==> src/design/axil_regs_params.svh <==
// Bus widths, register count and ID constant for the AXI4-Lite register block
`ifndef AXIL_REGS_PARAMS_SVH
`define AXIL_REGS_PARAMS_SVH

// AXI4-Lite bus geometry
`define AXIL_ADDR_W   12           // Byte address width
`define AXIL_DATA_W   32           // One register per data word
`define AXIL_STRB_W   4            // One strobe per byte lane

// Register file geometry
`define REG_COUNT     8            // Seven RW words plus the ID word
`define REG_IDX_W     3            // Word index, address bits 4:2

// Read-only identification word, last register
`define REG_ID_VALUE  32'h4158_5201

`endif

==> src/design/axil_regs_pkg.sv <==
// Register address union and AXI response codes for the register block
`include "axil_regs_params.svh"

package axil_regs_pkg;

    // Word-aligned decode of a register address
    typedef struct packed {
        logic [`AXIL_ADDR_W-`REG_IDX_W-3:0] upper;      // Nonzero means out of range
        logic [`REG_IDX_W-1:0]              idx;        // Register index
        logic [1:0]                         byte_off;   // Ignored, accesses are whole words
    } reg_addr_s;

    // Same 12 bits seen raw by the front ends, decoded by the bank
    typedef union packed {
        logic [`AXIL_ADDR_W-1:0] raw;
        reg_addr_s               fields;
    } reg_addr_u;

    // BRESP / RRESP codes
    localparam logic [1:0] resp_okay = 2'b00;   // Only code this block returns

endpackage

==> src/design/reg_bus_if.sv <==
// reg_wr_if and reg_rd_if register-bus interfaces between front ends and bank
`timescale 1ns/1ns
`include "axil_regs_params.svh"

// Write access, en held until the ack cycle
interface reg_wr_if;

    axil_regs_pkg::reg_addr_u  addr;   // Captured AW address
    logic [`AXIL_DATA_W-1:0]   data;   // Captured W data
    logic [`AXIL_STRB_W-1:0]   strb;   // Byte enables
    logic                      en;     // Access request
    logic                      ack;    // Write done this cycle

    // Front end requests, bank acknowledges
    modport front (
        output addr, data, strb, en,
        input  ack
    );

    modport bank (
        input  addr, data, strb, en,
        output ack
    );

endinterface

// Read access, data valid with ack
interface reg_rd_if;

    axil_regs_pkg::reg_addr_u  addr;   // Captured AR address
    logic                      en;     // One-cycle request
    logic [`AXIL_DATA_W-1:0]   data;   // Read word
    logic                      ack;    // Data valid

    modport front (
        output addr, en,
        input  data, ack
    );

    modport bank (
        input  addr, en,
        output data, ack
    );

endinterface

==> src/design/axil_reg_wr.sv <==
// AXI4-Lite write front end joining AW and W beats into one register write
`timescale 1ns/1ns
`include "axil_regs_params.svh"

module axil_reg_wr (
    input  logic                     clk,
    input  logic                     rstn,
    input  logic [`AXIL_ADDR_W-1:0]  s_axil_awaddr,
    input  logic [2:0]               s_axil_awprot,    // Accepted, not decoded
    input  logic                     s_axil_awvalid,
    output logic                     s_axil_awready,
    input  logic [`AXIL_DATA_W-1:0]  s_axil_wdata,
    input  logic [`AXIL_STRB_W-1:0]  s_axil_wstrb,
    input  logic                     s_axil_wvalid,
    output logic                     s_axil_wready,
    output logic [1:0]               s_axil_bresp,
    output logic                     s_axil_bvalid,
    input  logic                     s_axil_bready,
    reg_wr_if.front                  wr
);

    logic                      aw_held;      // Address holding register full
    logic                      w_held;       // Data holding register full
    logic                      bvalid_q;
    logic                      en_q;
    logic                      aw_held_nxt;
    logic                      w_held_nxt;
    logic                      bvalid_nxt;
    logic                      aw_fire;
    logic                      w_fire;
    logic                      wr_done;
    axil_regs_pkg::reg_addr_u  awaddr_q;
    logic [`AXIL_DATA_W-1:0]   wdata_q;
    logic [`AXIL_STRB_W-1:0]   wstrb_q;

    // Channels accepted independently, in either order
    assign aw_fire = s_axil_awvalid && !aw_held;
    assign w_fire  = s_axil_wvalid && !w_held;
    assign wr_done = en_q && wr.ack;       // Bank ack is same cycle

    always_comb begin
        aw_held_nxt = aw_held;
        w_held_nxt  = w_held;
        bvalid_nxt  = bvalid_q && !s_axil_bready;   // Drop on B transfer
        // Completed write frees both holders, opens B
        if (wr_done) begin
            aw_held_nxt = 1'b0;
            w_held_nxt  = 1'b0;
            bvalid_nxt  = 1'b1;
        end
        if (aw_fire)
            aw_held_nxt = 1'b1;
        if (w_fire)
            w_held_nxt = 1'b1;
    end

    always_ff @(posedge clk) begin
        if (!rstn) begin
            aw_held  <= 1'b0;
            w_held   <= 1'b0;
            bvalid_q <= 1'b0;
            en_q     <= 1'b0;
        end else begin
            aw_held  <= aw_held_nxt;
            w_held   <= w_held_nxt;
            bvalid_q <= bvalid_nxt;
            en_q     <= aw_held_nxt && w_held_nxt && !bvalid_nxt;   // No request while B pending
        end
    end

    // Beat payloads
    always_ff @(posedge clk) begin
        if (aw_fire)
            awaddr_q.raw <= s_axil_awaddr;
        if (w_fire) begin
            wdata_q <= s_axil_wdata;
            wstrb_q <= s_axil_wstrb;
        end
    end

    assign s_axil_awready = !aw_held;
    assign s_axil_wready  = !w_held;
    assign s_axil_bvalid  = bvalid_q;
    assign s_axil_bresp   = axil_regs_pkg::resp_okay;

    assign wr.addr = awaddr_q;
    assign wr.data = wdata_q;
    assign wr.strb = wstrb_q;
    assign wr.en   = en_q;

endmodule

==> src/design/axil_reg_rd.sv <==
// AXI4-Lite read front end turning AR into a register read and returning R
`timescale 1ns/1ns
`include "axil_regs_params.svh"

module axil_reg_rd (
    input  logic                     clk,
    input  logic                     rstn,
    input  logic [`AXIL_ADDR_W-1:0]  s_axil_araddr,
    input  logic [2:0]               s_axil_arprot,    // Accepted, not decoded
    input  logic                     s_axil_arvalid,
    output logic                     s_axil_arready,
    output logic [`AXIL_DATA_W-1:0]  s_axil_rdata,
    output logic [1:0]               s_axil_rresp,
    output logic                     s_axil_rvalid,
    input  logic                     s_axil_rready,
    reg_rd_if.front                  rd
);

    logic                      ar_held;      // Read in progress, blocks AR
    logic                      en_q;
    logic                      rvalid_q;
    logic                      ar_fire;
    logic                      r_fire;
    axil_regs_pkg::reg_addr_u  araddr_q;
    logic [`AXIL_DATA_W-1:0]   rdata_q;

    assign ar_fire = s_axil_arvalid && !ar_held;
    assign r_fire  = rvalid_q && s_axil_rready;

    always_ff @(posedge clk) begin
        if (!rstn) begin
            ar_held  <= 1'b0;
            en_q     <= 1'b0;
            rvalid_q <= 1'b0;
        end else begin
            en_q <= ar_fire;                   // Single-cycle request
            // Held from AR transfer until R transfer
            if (ar_fire)
                ar_held <= 1'b1;
            else if (r_fire)
                ar_held <= 1'b0;
            if (rd.ack)
                rvalid_q <= 1'b1;              // Data arrives, open R
            else if (r_fire)
                rvalid_q <= 1'b0;
        end
    end

    always_ff @(posedge clk) begin
        if (ar_fire)
            araddr_q.raw <= s_axil_araddr;
        if (rd.ack)
            rdata_q <= rd.data;                // Stable while rvalid waits
    end

    assign s_axil_arready = !ar_held;
    assign s_axil_rvalid  = rvalid_q;
    assign s_axil_rdata   = rdata_q;
    assign s_axil_rresp   = axil_regs_pkg::resp_okay;

    assign rd.addr = araddr_q;
    assign rd.en   = en_q;

endmodule

==> src/design/reg_bank.sv <==
// Eight-word register bank, byte-strobe writes, read-only ID word, registered reads
`timescale 1ns/1ns
`include "axil_regs_params.svh"

module reg_bank (
    input  logic     clk,
    input  logic     rstn,
    reg_wr_if.bank   wr,
    reg_rd_if.bank   rd
);

    // Last index holds the ID constant, no storage behind it
    localparam logic [`REG_IDX_W-1:0] id_idx = `REG_IDX_W'(`REG_COUNT - 1);

    logic [`AXIL_DATA_W-1:0]  regs [`REG_COUNT-1];   // Writable words 0..6
    logic [`AXIL_DATA_W-1:0]  rd_word;
    logic                     wr_hit;

    assign wr.ack = wr.en;                       // Writes finish in the request cycle

    // In range and not the ID word
    assign wr_hit = wr.en && (wr.addr.fields.upper == '0) && (wr.addr.fields.idx != id_idx);

    always_ff @(posedge clk) begin
        if (!rstn) begin
            for (int i = 0; i < `REG_COUNT - 1; i++)
                regs[i] <= '0;
        end else if (wr_hit) begin
            // Merge enabled byte lanes only
            for (int b = 0; b < `AXIL_STRB_W; b++) begin
                if (wr.strb[b])
                    regs[wr.addr.fields.idx][8*b +: 8] <= wr.data[8*b +: 8];
            end
        end
    end

    // Read decode
    always_comb begin
        if (rd.addr.fields.upper != '0)
            rd_word = '0;                        // Outside the block
        else if (rd.addr.fields.idx == id_idx)
            rd_word = `REG_ID_VALUE;
        else
            rd_word = regs[rd.addr.fields.idx];
    end

    // Ack one cycle behind en
    always_ff @(posedge clk) begin
        if (!rstn)
            rd.ack <= 1'b0;
        else
            rd.ack <= rd.en;
    end

    always_ff @(posedge clk) begin
        if (rd.en)
            rd.data <= rd_word;
    end

endmodule

==> src/design/axil_regs_top.sv <==
// Top level of the AXI4-Lite register block, front ends and bank
`timescale 1ns/1ns
`include "axil_regs_params.svh"

module axil_regs_top (
    input  logic                     clk,
    input  logic                     rstn,
    // Write address / data / response
    input  logic [`AXIL_ADDR_W-1:0]  s_axil_awaddr,
    input  logic [2:0]               s_axil_awprot,
    input  logic                     s_axil_awvalid,
    output logic                     s_axil_awready,
    input  logic [`AXIL_DATA_W-1:0]  s_axil_wdata,
    input  logic [`AXIL_STRB_W-1:0]  s_axil_wstrb,
    input  logic                     s_axil_wvalid,
    output logic                     s_axil_wready,
    output logic [1:0]               s_axil_bresp,
    output logic                     s_axil_bvalid,
    input  logic                     s_axil_bready,
    // Read address / data
    input  logic [`AXIL_ADDR_W-1:0]  s_axil_araddr,
    input  logic [2:0]               s_axil_arprot,
    input  logic                     s_axil_arvalid,
    output logic                     s_axil_arready,
    output logic [`AXIL_DATA_W-1:0]  s_axil_rdata,
    output logic [1:0]               s_axil_rresp,
    output logic                     s_axil_rvalid,
    input  logic                     s_axil_rready
);

    reg_wr_if wr_bus ();   // Write front end to bank
    reg_rd_if rd_bus ();   // Read front end to bank

    axil_reg_wr u_wr (
        .clk            (clk),
        .rstn           (rstn),
        .s_axil_awaddr  (s_axil_awaddr),
        .s_axil_awprot  (s_axil_awprot),
        .s_axil_awvalid (s_axil_awvalid),
        .s_axil_awready (s_axil_awready),
        .s_axil_wdata   (s_axil_wdata),
        .s_axil_wstrb   (s_axil_wstrb),
        .s_axil_wvalid  (s_axil_wvalid),
        .s_axil_wready  (s_axil_wready),
        .s_axil_bresp   (s_axil_bresp),
        .s_axil_bvalid  (s_axil_bvalid),
        .s_axil_bready  (s_axil_bready),
        .wr             (wr_bus)
    );

    axil_reg_rd u_rd (
        .clk            (clk),
        .rstn           (rstn),
        .s_axil_araddr  (s_axil_araddr),
        .s_axil_arprot  (s_axil_arprot),
        .s_axil_arvalid (s_axil_arvalid),
        .s_axil_arready (s_axil_arready),
        .s_axil_rdata   (s_axil_rdata),
        .s_axil_rresp   (s_axil_rresp),
        .s_axil_rvalid  (s_axil_rvalid),
        .s_axil_rready  (s_axil_rready),
        .rd             (rd_bus)
    );

    // Serves both front ends, reads and writes overlap freely
    reg_bank u_bank (
        .clk  (clk),
        .rstn (rstn),
        .wr   (wr_bus),
        .rd   (rd_bus)
    );

endmodule

==> config.mk <==
export PLATFORM = sky130hd
export DESIGN_NAME = axil_regs_top
export DESIGN_NICKNAME = d
export VERILOG_FILES = /design/src/design/axil_regs_pkg.sv /design/src/design/reg_bus_if.sv /design/src/design/axil_reg_wr.sv /design/src/design/axil_reg_rd.sv /design/src/design/reg_bank.sv /design/src/design/axil_regs_top.sv
export VERILOG_INCLUDE_DIRS = /design/src /design/src/design
export SDC_FILE = /design/constraint.sdc
export NUM_CORES = 1
export LEC_CHECK = 0
export ABC_AREA = 1
export BUFFER_PORTS_ARGS = -buffer_cell sky130_fd_sc_hd__buf_4
export CELL_PAD_IN_SITES_DETAIL_PLACEMENT = 1
export CELL_PAD_IN_SITES_GLOBAL_PLACEMENT = 1
export CORE_ASPECT_RATIO = 0.5
export CORE_MARGIN = 1.5
export CORE_UTILIZATION = 45
export DETAILED_ROUTE_END_ITERATION = 8
export HOLD_SLACK_MARGIN = 0.03
export PLACE_DENSITY_LB_ADDON = 0.08
export SLEW_MARGIN = 10
export SYNTH_ARGS = -nofsm -noshare
export SYNTH_HDL_FRONTEND = slang
export SYNTH_HIERARCHICAL = 1
export SYNTH_SLANG_ARGS = --single-unit
==> constraint.sdc <==
create_clock -name clk -period 2.6 [get_ports clk]
set_clock_uncertainty 0.15 [all_clocks]
set_input_delay 0.39 -clock clk [delete_from_list [all_inputs] [get_ports clk]]
set_output_delay 0.39 -clock clk [all_outputs]
set_load 0.02 [all_outputs]
==> results of run 1 <==
## worst paths after layout
kind / start / to / slack [ns] / cells past startpoint
max: u_wr/wr.addr[10] / u_bank/regs[2][4] / 0.07 / 8
min: s_axil_awvalid / u_wr/aw_held / 0.05 / 5
max reg2reg: u_wr/wr.addr[10] / u_bank/regs[2][4] / 0.07 / 8
min reg2reg: u_bank/rd.data[7] / u_rd/s_axil_rdata[7] / 0.26 / 0
## stage by stage
stage	hold slack (ns)	total power (uW)
6_report	0.0505	12600
5_1_grt	0.0681	13100
4_1_cts	0.0396	12700
3_5_place_dp	0.256	7810
3_3_place_gp	0.251	7760
2_1_floorplan	0.250	7430
## flip-flops by register name, indices dropped and copies added (netlist names)
signal,flops
u_rd/rd.en,1
u_wr/s_axil_bvalid,1
u_rd/rd.addr,10
u_wr/wr.data,32
u_wr/w_held,1
u_wr/aw_held,1
u_rd/ar_held,1
u_rd/s_axil_rvalid,1
u_bank/regs,247
u_wr/wr.strb,4
u_rd/s_axil_rdata,32
u_wr/wr.addr,10
u_wr/wr.en,1
u_bank/rd.data,32
u_bank/rd.ack,1
## tightest hold or removal path: cells and delay by family
kind,cells,cell delay [ns]
buffers and inverters,2,0.13
and+or+nand+nor,3,0.18
## repair_timing
action,in CTS,in global routing
gates resized for setup,0,4
setup endpoints to repair,0,106
buffers inserted,0,1
endpoints found under the hold margin,61,0
hold buffers,61,0
## per-layer routing
metal	routed length (um)	global-route usage, %	vias to the layer above
met5	0	0	-
met4	499	4.46	0
met3	2840	4.85	42
met2	20200	39.2	282
met1	19600	35.0	5612
li1	-	-	5387
## cell type report
type / count / area [um2] / share of cell area [%]
clock buffers: 50 / 995 / 5.20
multi-input cells: 877 / 4120 / 21.5
inverters: 123 / 465 / 2.43
repair buffers: 238 / 2050 / 10.7
flip-flops and latches: 375 / 10900 / 56.7
well taps: 475 / 594 / 3.10
clock inverters: 14 / 57.6 / 0.301
## power by group through the flow
stage | clock network (uW) | registers (uW) | logic [uW]
global placement | 0 | 6980 | 782
CTS | 4990 | 6870 | 887
global route | 5250 | 6890 | 970
finish | 4890 | 6870 | 887
floorplan | 0 | 6990 | 439
detailed placement | 0 | 7000 | 810
==> metrics.md, run 1 <==
| Metric | Value |
|---|---|
| Status | `finished clean` |
| Crit share post-route | `97.4%` |
| Die Y | `135 um` |
| Mapped Avg Cell Area | `10.9 um2` |
| Max Freq | `395 MHz` |
| CORE AREA | `34500 um2` |
| Period minus WS final | `2.53 ns` |
| Via density | `5.26` |
| Cell internal pwr | `9760 uW` |
| Die Area | `36300 um2` |
| Routed wire length | `43.1 mm` |
| Die Wd | `268 um` |
| IO Port Bufs | `99` |
| Worst Path Max Fanout | `9` |
| Pleak | `0.00751 uW` |
| Combinational power share | `7.0%` |
| Fin cells | `2152` |
| Setup TNS | `0 ns` |
| Worst vdd ir | `0.512 mV` |
| Boundary Pins | `114` |
| Post-Synthesis Cells | `1445` |
| Starting density of the core | `45.8%` |
| Vias in the first global route | `11700` |
| Finished Cell Area | `19100 um2` |
| Slew Limit Fails | `0` |
| Worst Path Required | `2.68 ns` |
| Crit path cell chain | `nor2_1, nand2_1, nor2_1, nand4_1, nand2_2, nand4_2, o21ai_0, buf_4` |
| CP max stage delay | `0.40 ns` |
| Clock Path Buffers | `3` |
| CP startpoint kind | `flip-flop` |
| Final setup violation count | `0` |
| CTS tree | `built` |
| Synth warnings | `6` |
| Share of layout cells above drive strength 1 | `15.6%` |
| Hold Violations, Final | `0` |
| Critical path's top delay family | `simple AND/OR/NAND/NOR gates` |
| Largest net degree at the start of global routing | `97` |
| Filler cell count | `3712` |
| Initial antenna violation count | `0` |
| Root Buffer Master | `clkbuf_16` |
| Sw Ratio | `22.8%` |
| ANT nets after route | `0` |
| Worst Tran Pin Value | `0.612 ns` |
| Pre-Repair DR Iteration Count | `5` |
| Starting DRT DRC Count | `723` |
| Worst Hold Class | `input port to flip-flop` |
| Slew HR | `59.2%` |
| Pre-CTS setup slack | `0.0165 ns` |
| Most used cell, CP | `nor2_1` |
| Total Routing Usage GR | `24.5%` |
| Placed cell area | `17500 um2` |
| Global-route wire length before repair | `66.7 mm` |
| DR vias | `11300` |
| Number of antenna cells inserted | `0` |
| Commonest non-fill, non-tap cells in the layout | `335 x edfxtp_1, 229 x nor2_1, 195 x nand2_1, 168 x buf_4, 138 x o21ai_0` |
| Post-Syn Area | `15800 um2` |
| DPL Wire Length | `28.1 mm` |
| Max Cap Violations | `0` |
| Clock network fraction of design power | `38.7%` |
| Drt drc | `0` |
| Clock sink total | `375` |
| Dpl cells | `2026` |
| Clock transition at path regs | `0.06 ns` |
| Final Util | `55.5%` |
| Sequential power share | `54.3%` |
| Critical path's slowest cell | `edfxtp_1` |
| Total Nets Final | `1724` |
| Critical path class | `flip-flop to flip-flop` |
| Routed WL per cell | `20.0 um` |
| CP Buf/Inv Count | `1` |
| Post-route setup slack | `0.0670 ns` |
| Worst path arrival time | `2.61 ns` |
| Setup crit end kind | `flip-flop` |
| RePlAce Congestion | `0.773` |
| Synthesis-to-layout area growth | `21.3%` |
| Row count | `48` |
| PD cells | `661 nW/um2` |
| GRT Residual Overflow | `0` |
| Commonest non-fill, non-tap cell in the layout | `edfxtp_1` |
| Htree depth | `2` |
| Num CTS Buffers | `36` |
| Psw | `2880 uW` |
| Worst-Skew Late Latency | `0.53 ns` |
| Unrepaired setup endpoints after global routing | `yes` |
No activity file was read; power rests on OpenSTA's default activity.
==> run 2: changes to the inputs <==
SYNTH_HIERARCHICAL = unset   (was 1)
clock period = 2.4 ns   (was 2.6 ns; I/O delays follow)
==> metrics.md, run 2 <==
| Metric | Value |
|---|---|
| Most frequent cells after synthesis | `344 x edfxtp_1, 337 x nor2_1, 151 x nand2_1` |
| Worst Tran Pin Value | `0.685 ns (was 0.612 ns)` |
| Clock Path Buffers | `3 (unchanged)` |
| CP startpoint kind | `flip-flop (unchanged)` |
| Most frequent cell after synthesis | `edfxtp_1` |
| Slew Limit Fails | `0 (unchanged)` |
| Post-Synthesis Cells | `1394 (was 1445)` |
| Sequential area share after synthesis | `69.1%` |
| Root Buffer Master | `clkbuf_16 (unchanged)` |
| Crit share post-route | `94.7% (was 97.4%)` |
| Instance count on the critical path | `7 (was 8)` |
| FF/Latch Area | `11200 um2 (was 10900 um2)` |
| CP max stage delay | `0.46 ns (was 0.40 ns)` |
| CP Buf/Inv Count | `3 (was 1)` |
| Worst vdd ir | `0.498 mV (was 0.512 mV)` |
| Commonest non-fill, non-tap cell in the layout | `edfxtp_1 (unchanged)` |
| RePlAce Congestion | `0.785 (was 0.773)` |
| Critical path class | `flip-flop to flip-flop (unchanged)` |
| Worst Reg-to-Reg Cells | `7 (was 8)` |
| ANT nets after route | `0 (unchanged)` |
| Hold Path Stages | `5 (unchanged)` |
| Clock transition at path regs | `0.07 ns (was 0.06 ns)` |
| Max reg flops | `256 (was 247)` |
| Slew HR | `54.3% (was 59.2%)` |
| Via density | `5.28 (was 5.26)` |
| Pleak | `0.00790 uW (was 0.00751 uW)` |
| Finished Cell Area | `19900 um2 (was 19100 um2)` |
| Routed WL per cell | `21.0 um (was 20.0 um)` |
| Drt drc | `0 (unchanged)` |
| Starting density of the core | `46.3% (was 45.8%)` |
| Mapped Avg Cell Area | `11.6 um2 (was 10.9 um2)` |
| Synth top area share | `63.8%` |
| Synth warnings | `0 (was 6)` |
| Hold_ws | `0.120 ns (was 0.0505 ns)` |
| Worst Hold Class | `input port to flip-flop (unchanged)` |
| IO Port Bufs | `99 (unchanged)` |
| Routed wire length | `44.9 mm (was 43.1 mm)` |
| Period minus WS final | `2.27 ns (was 2.53 ns)` |
| Commonest non-fill, non-tap cells in the layout | `344 x edfxtp_1, 337 x nor2_1, 162 x buf_4, 135 x nand2_1, 114 x o21ai_0 (was 335 x edfxtp_1, 229 x nor2_1, 195 x nand2_1, 168 x buf_4, 138 x o21ai_0)` |
| Max Cap Violations | `0 (unchanged)` |
| Worst-Skew Late Latency | `0.55 ns (was 0.53 ns)` |
| Die Area | `37200 um2 (was 36300 um2)` |
| Synthesis-to-layout area growth | `23.0% (was 21.3%)` |
| Pre-Repair DR Iteration Count | `5 (unchanged)` |
| Unique masters post-synth | `37` |
| DR vias | `11300 (about the same)` |
| Status | `finished clean (unchanged)` |
| Top reg by flops | `u_bank.regs (was u_bank/regs)` |
| Total Routing Usage GR | `24.4% (was 24.5%)` |
| PD cells | `768 nW/um2 (was 661 nW/um2)` |
| Register bit count reported by yosys | `387` |
| Largest net degree at the start of global routing | `98 (was 97)` |
| Total Power | `15300 uW (was 12600 uW)` |
| Final setup violation count | `0 (unchanged)` |
| Boundary Pins | `114 (unchanged)` |
| Multi-input logic area | `4390 um2 (was 4120 um2)` |
| Initial antenna violation count | `1 (was 0)` |
| Main flop type after synthesis | `edfxtp_1` |
| CORE AREA | `35000 um2 (was 34500 um2)` |
| Placed cell area | `18000 um2 (was 17500 um2)` |
| Htree depth | `2 (unchanged)` |
| Setup TNS | `0 ns (unchanged)` |
| Fin cells | `2135 (was 2152)` |
| Vias in the first global route | `11500 (was 11700)` |
| Die Y | `137 um (was 135 um)` |
| Critical path's top delay family | `compound AO/OA/AOI/OAI gates (was simple AND/OR/NAND/NOR gates)` |
| Share of layout cells above drive strength 1 | `21.3% (was 15.6%)` |
| Hold Violations, Final | `0 (unchanged)` |
| Die Wd | `271 um (was 268 um)` |
| Filler cell count | `3653 (was 3712)` |
| Share of flip-flops with an asynchronous set or reset | `0%` |
| Post-Syn Area | `16200 um2 (was 15800 um2)` |
| Total Nets Final | `1704 (was 1724)` |
| Starting DRT DRC Count | `917 (was 723)` |
| DPL Wire Length | `29.9 mm (was 28.1 mm)` |
| Critical path's slowest cell | `a311oi_1 (was edfxtp_1)` |
| Clock sink total | `387 (was 375)` |
| EDFF count, synth | `344` |
| CTS tree | `built (unchanged)` |
| Setup crit end kind | `flip-flop (unchanged)` |
| Crit path cell chain | `inv_2, buf_6, o21ai_0, o22ai_1, nor2_1, a311oi_1, buf_4 (was nor2_1, nand2_1, nor2_1, nand4_1, nand2_2, nand4_2, o21ai_0, buf_4)` |
| Worst path arrival time | `2.55 ns (was 2.61 ns)` |
| Row count | `48 (unchanged)` |
| Max Freq | `440 MHz (was 395 MHz)` |
| GRT Residual Overflow | `0 (unchanged)` |
| Dpl cells | `2006 (was 2026)` |
| Top cells by area, synth | `edfxtp_1 64%, nor2_1 7.8%, dfxtp_1 5.3%, o21ai_0 3.5%, nand2_1 3.5%` |
| Worst Path Max Fanout | `35 (was 9)` |
| Largest area contributor in the netlist | `edfxtp_1` |
| Global-route wire length before repair | `68.0 mm (was 66.7 mm)` |
| Num CTS Buffers | `37 (was 36)` |
| Number of antenna cells inserted | `0 (unchanged)` |
| Worst Path Required | `2.67 ns (was 2.68 ns)` |
[run 2: logic make-up after synthesis]
kind of cell | Yosys count | synth area share [%]
buffers and inverters | 183 | 4.85
flip-flops | 387 | 69.1
AO/OA/AOI/OAI | 212 | 7.43
AND/OR/NAND/NOR | 611 | 18.6
other | 1 | 0.0232
[run 2: area by class of cell]
type                       count  area share, %
sequential                   387           56.2
clock buffer                  52           5.35
inverter                     114           2.17
multi-input combinational    859           22.1
timing repair buffer         232           10.1
clock inverter                16           1.04
tap                          475           2.99
[run 2: tightest hold or removal path, delay by kind of cell]
| kind | cells | cell delay [ns] |
|---|---|---|
| buf+inv | 2 | 0.14 |
| simple gates | 2 | 0.15 |
| compound gates | 1 | 0.12 |
[run 2: repair_timing]
item                       CTS  global route
setup endpoints to repair    0            65
hold buffers                60             0
hold endpoints to repair    64             0
setup buffers                0             0
resized for setup            0            19
[run 2: per-layer routing]
layer / up-vias / GRT usage, % / share of wire [%] / wire length (um)
met1: 5655 / 37.8 / 49 / 22200
li1: 5196 / - / - / -
met4: 0 / 5.09 / 1.3 / 584
met5: - / 0 / 0 / 0
met2: 376 / 35.1 / 42 / 18700
met3: 50 / 4.93 / 7.6 / 3420
[run 2: stage by stage]
stage / setup slack (ns) / utilization (%)
after CTS: 0.0255 / 56.7
after global placement: 0.109 / 51.4
final: 0.127 / 57.0
after floorplan: 0.185 / -
after detailed placement: 0.0734 / 51.4
after global routing: -0.0406 / 57.0
[run 2: path summary, 6_finish.rpt]
check | to | from | slack [ns]
worst max-delay path | u_bank.rd.data[4] | flip-flop | 0.13
worst min-delay path | u_wr.aw_held | s_axil_awvalid | 0.12
worst max register to register | u_bank.rd.data[4] | flip-flop | 0.13
worst min register to register | u_rd.s_axil_rdata[20] | u_bank.rd.data[20] | 0.27
[run 2: report_power, final]
group	switching, uW	internal (uW)	total (uW)	leakage [uW]
sequential	110	7570	7680	0.00377
combinational	880	438	1320	0.00350
clock	2630	3650	6280	0.000630
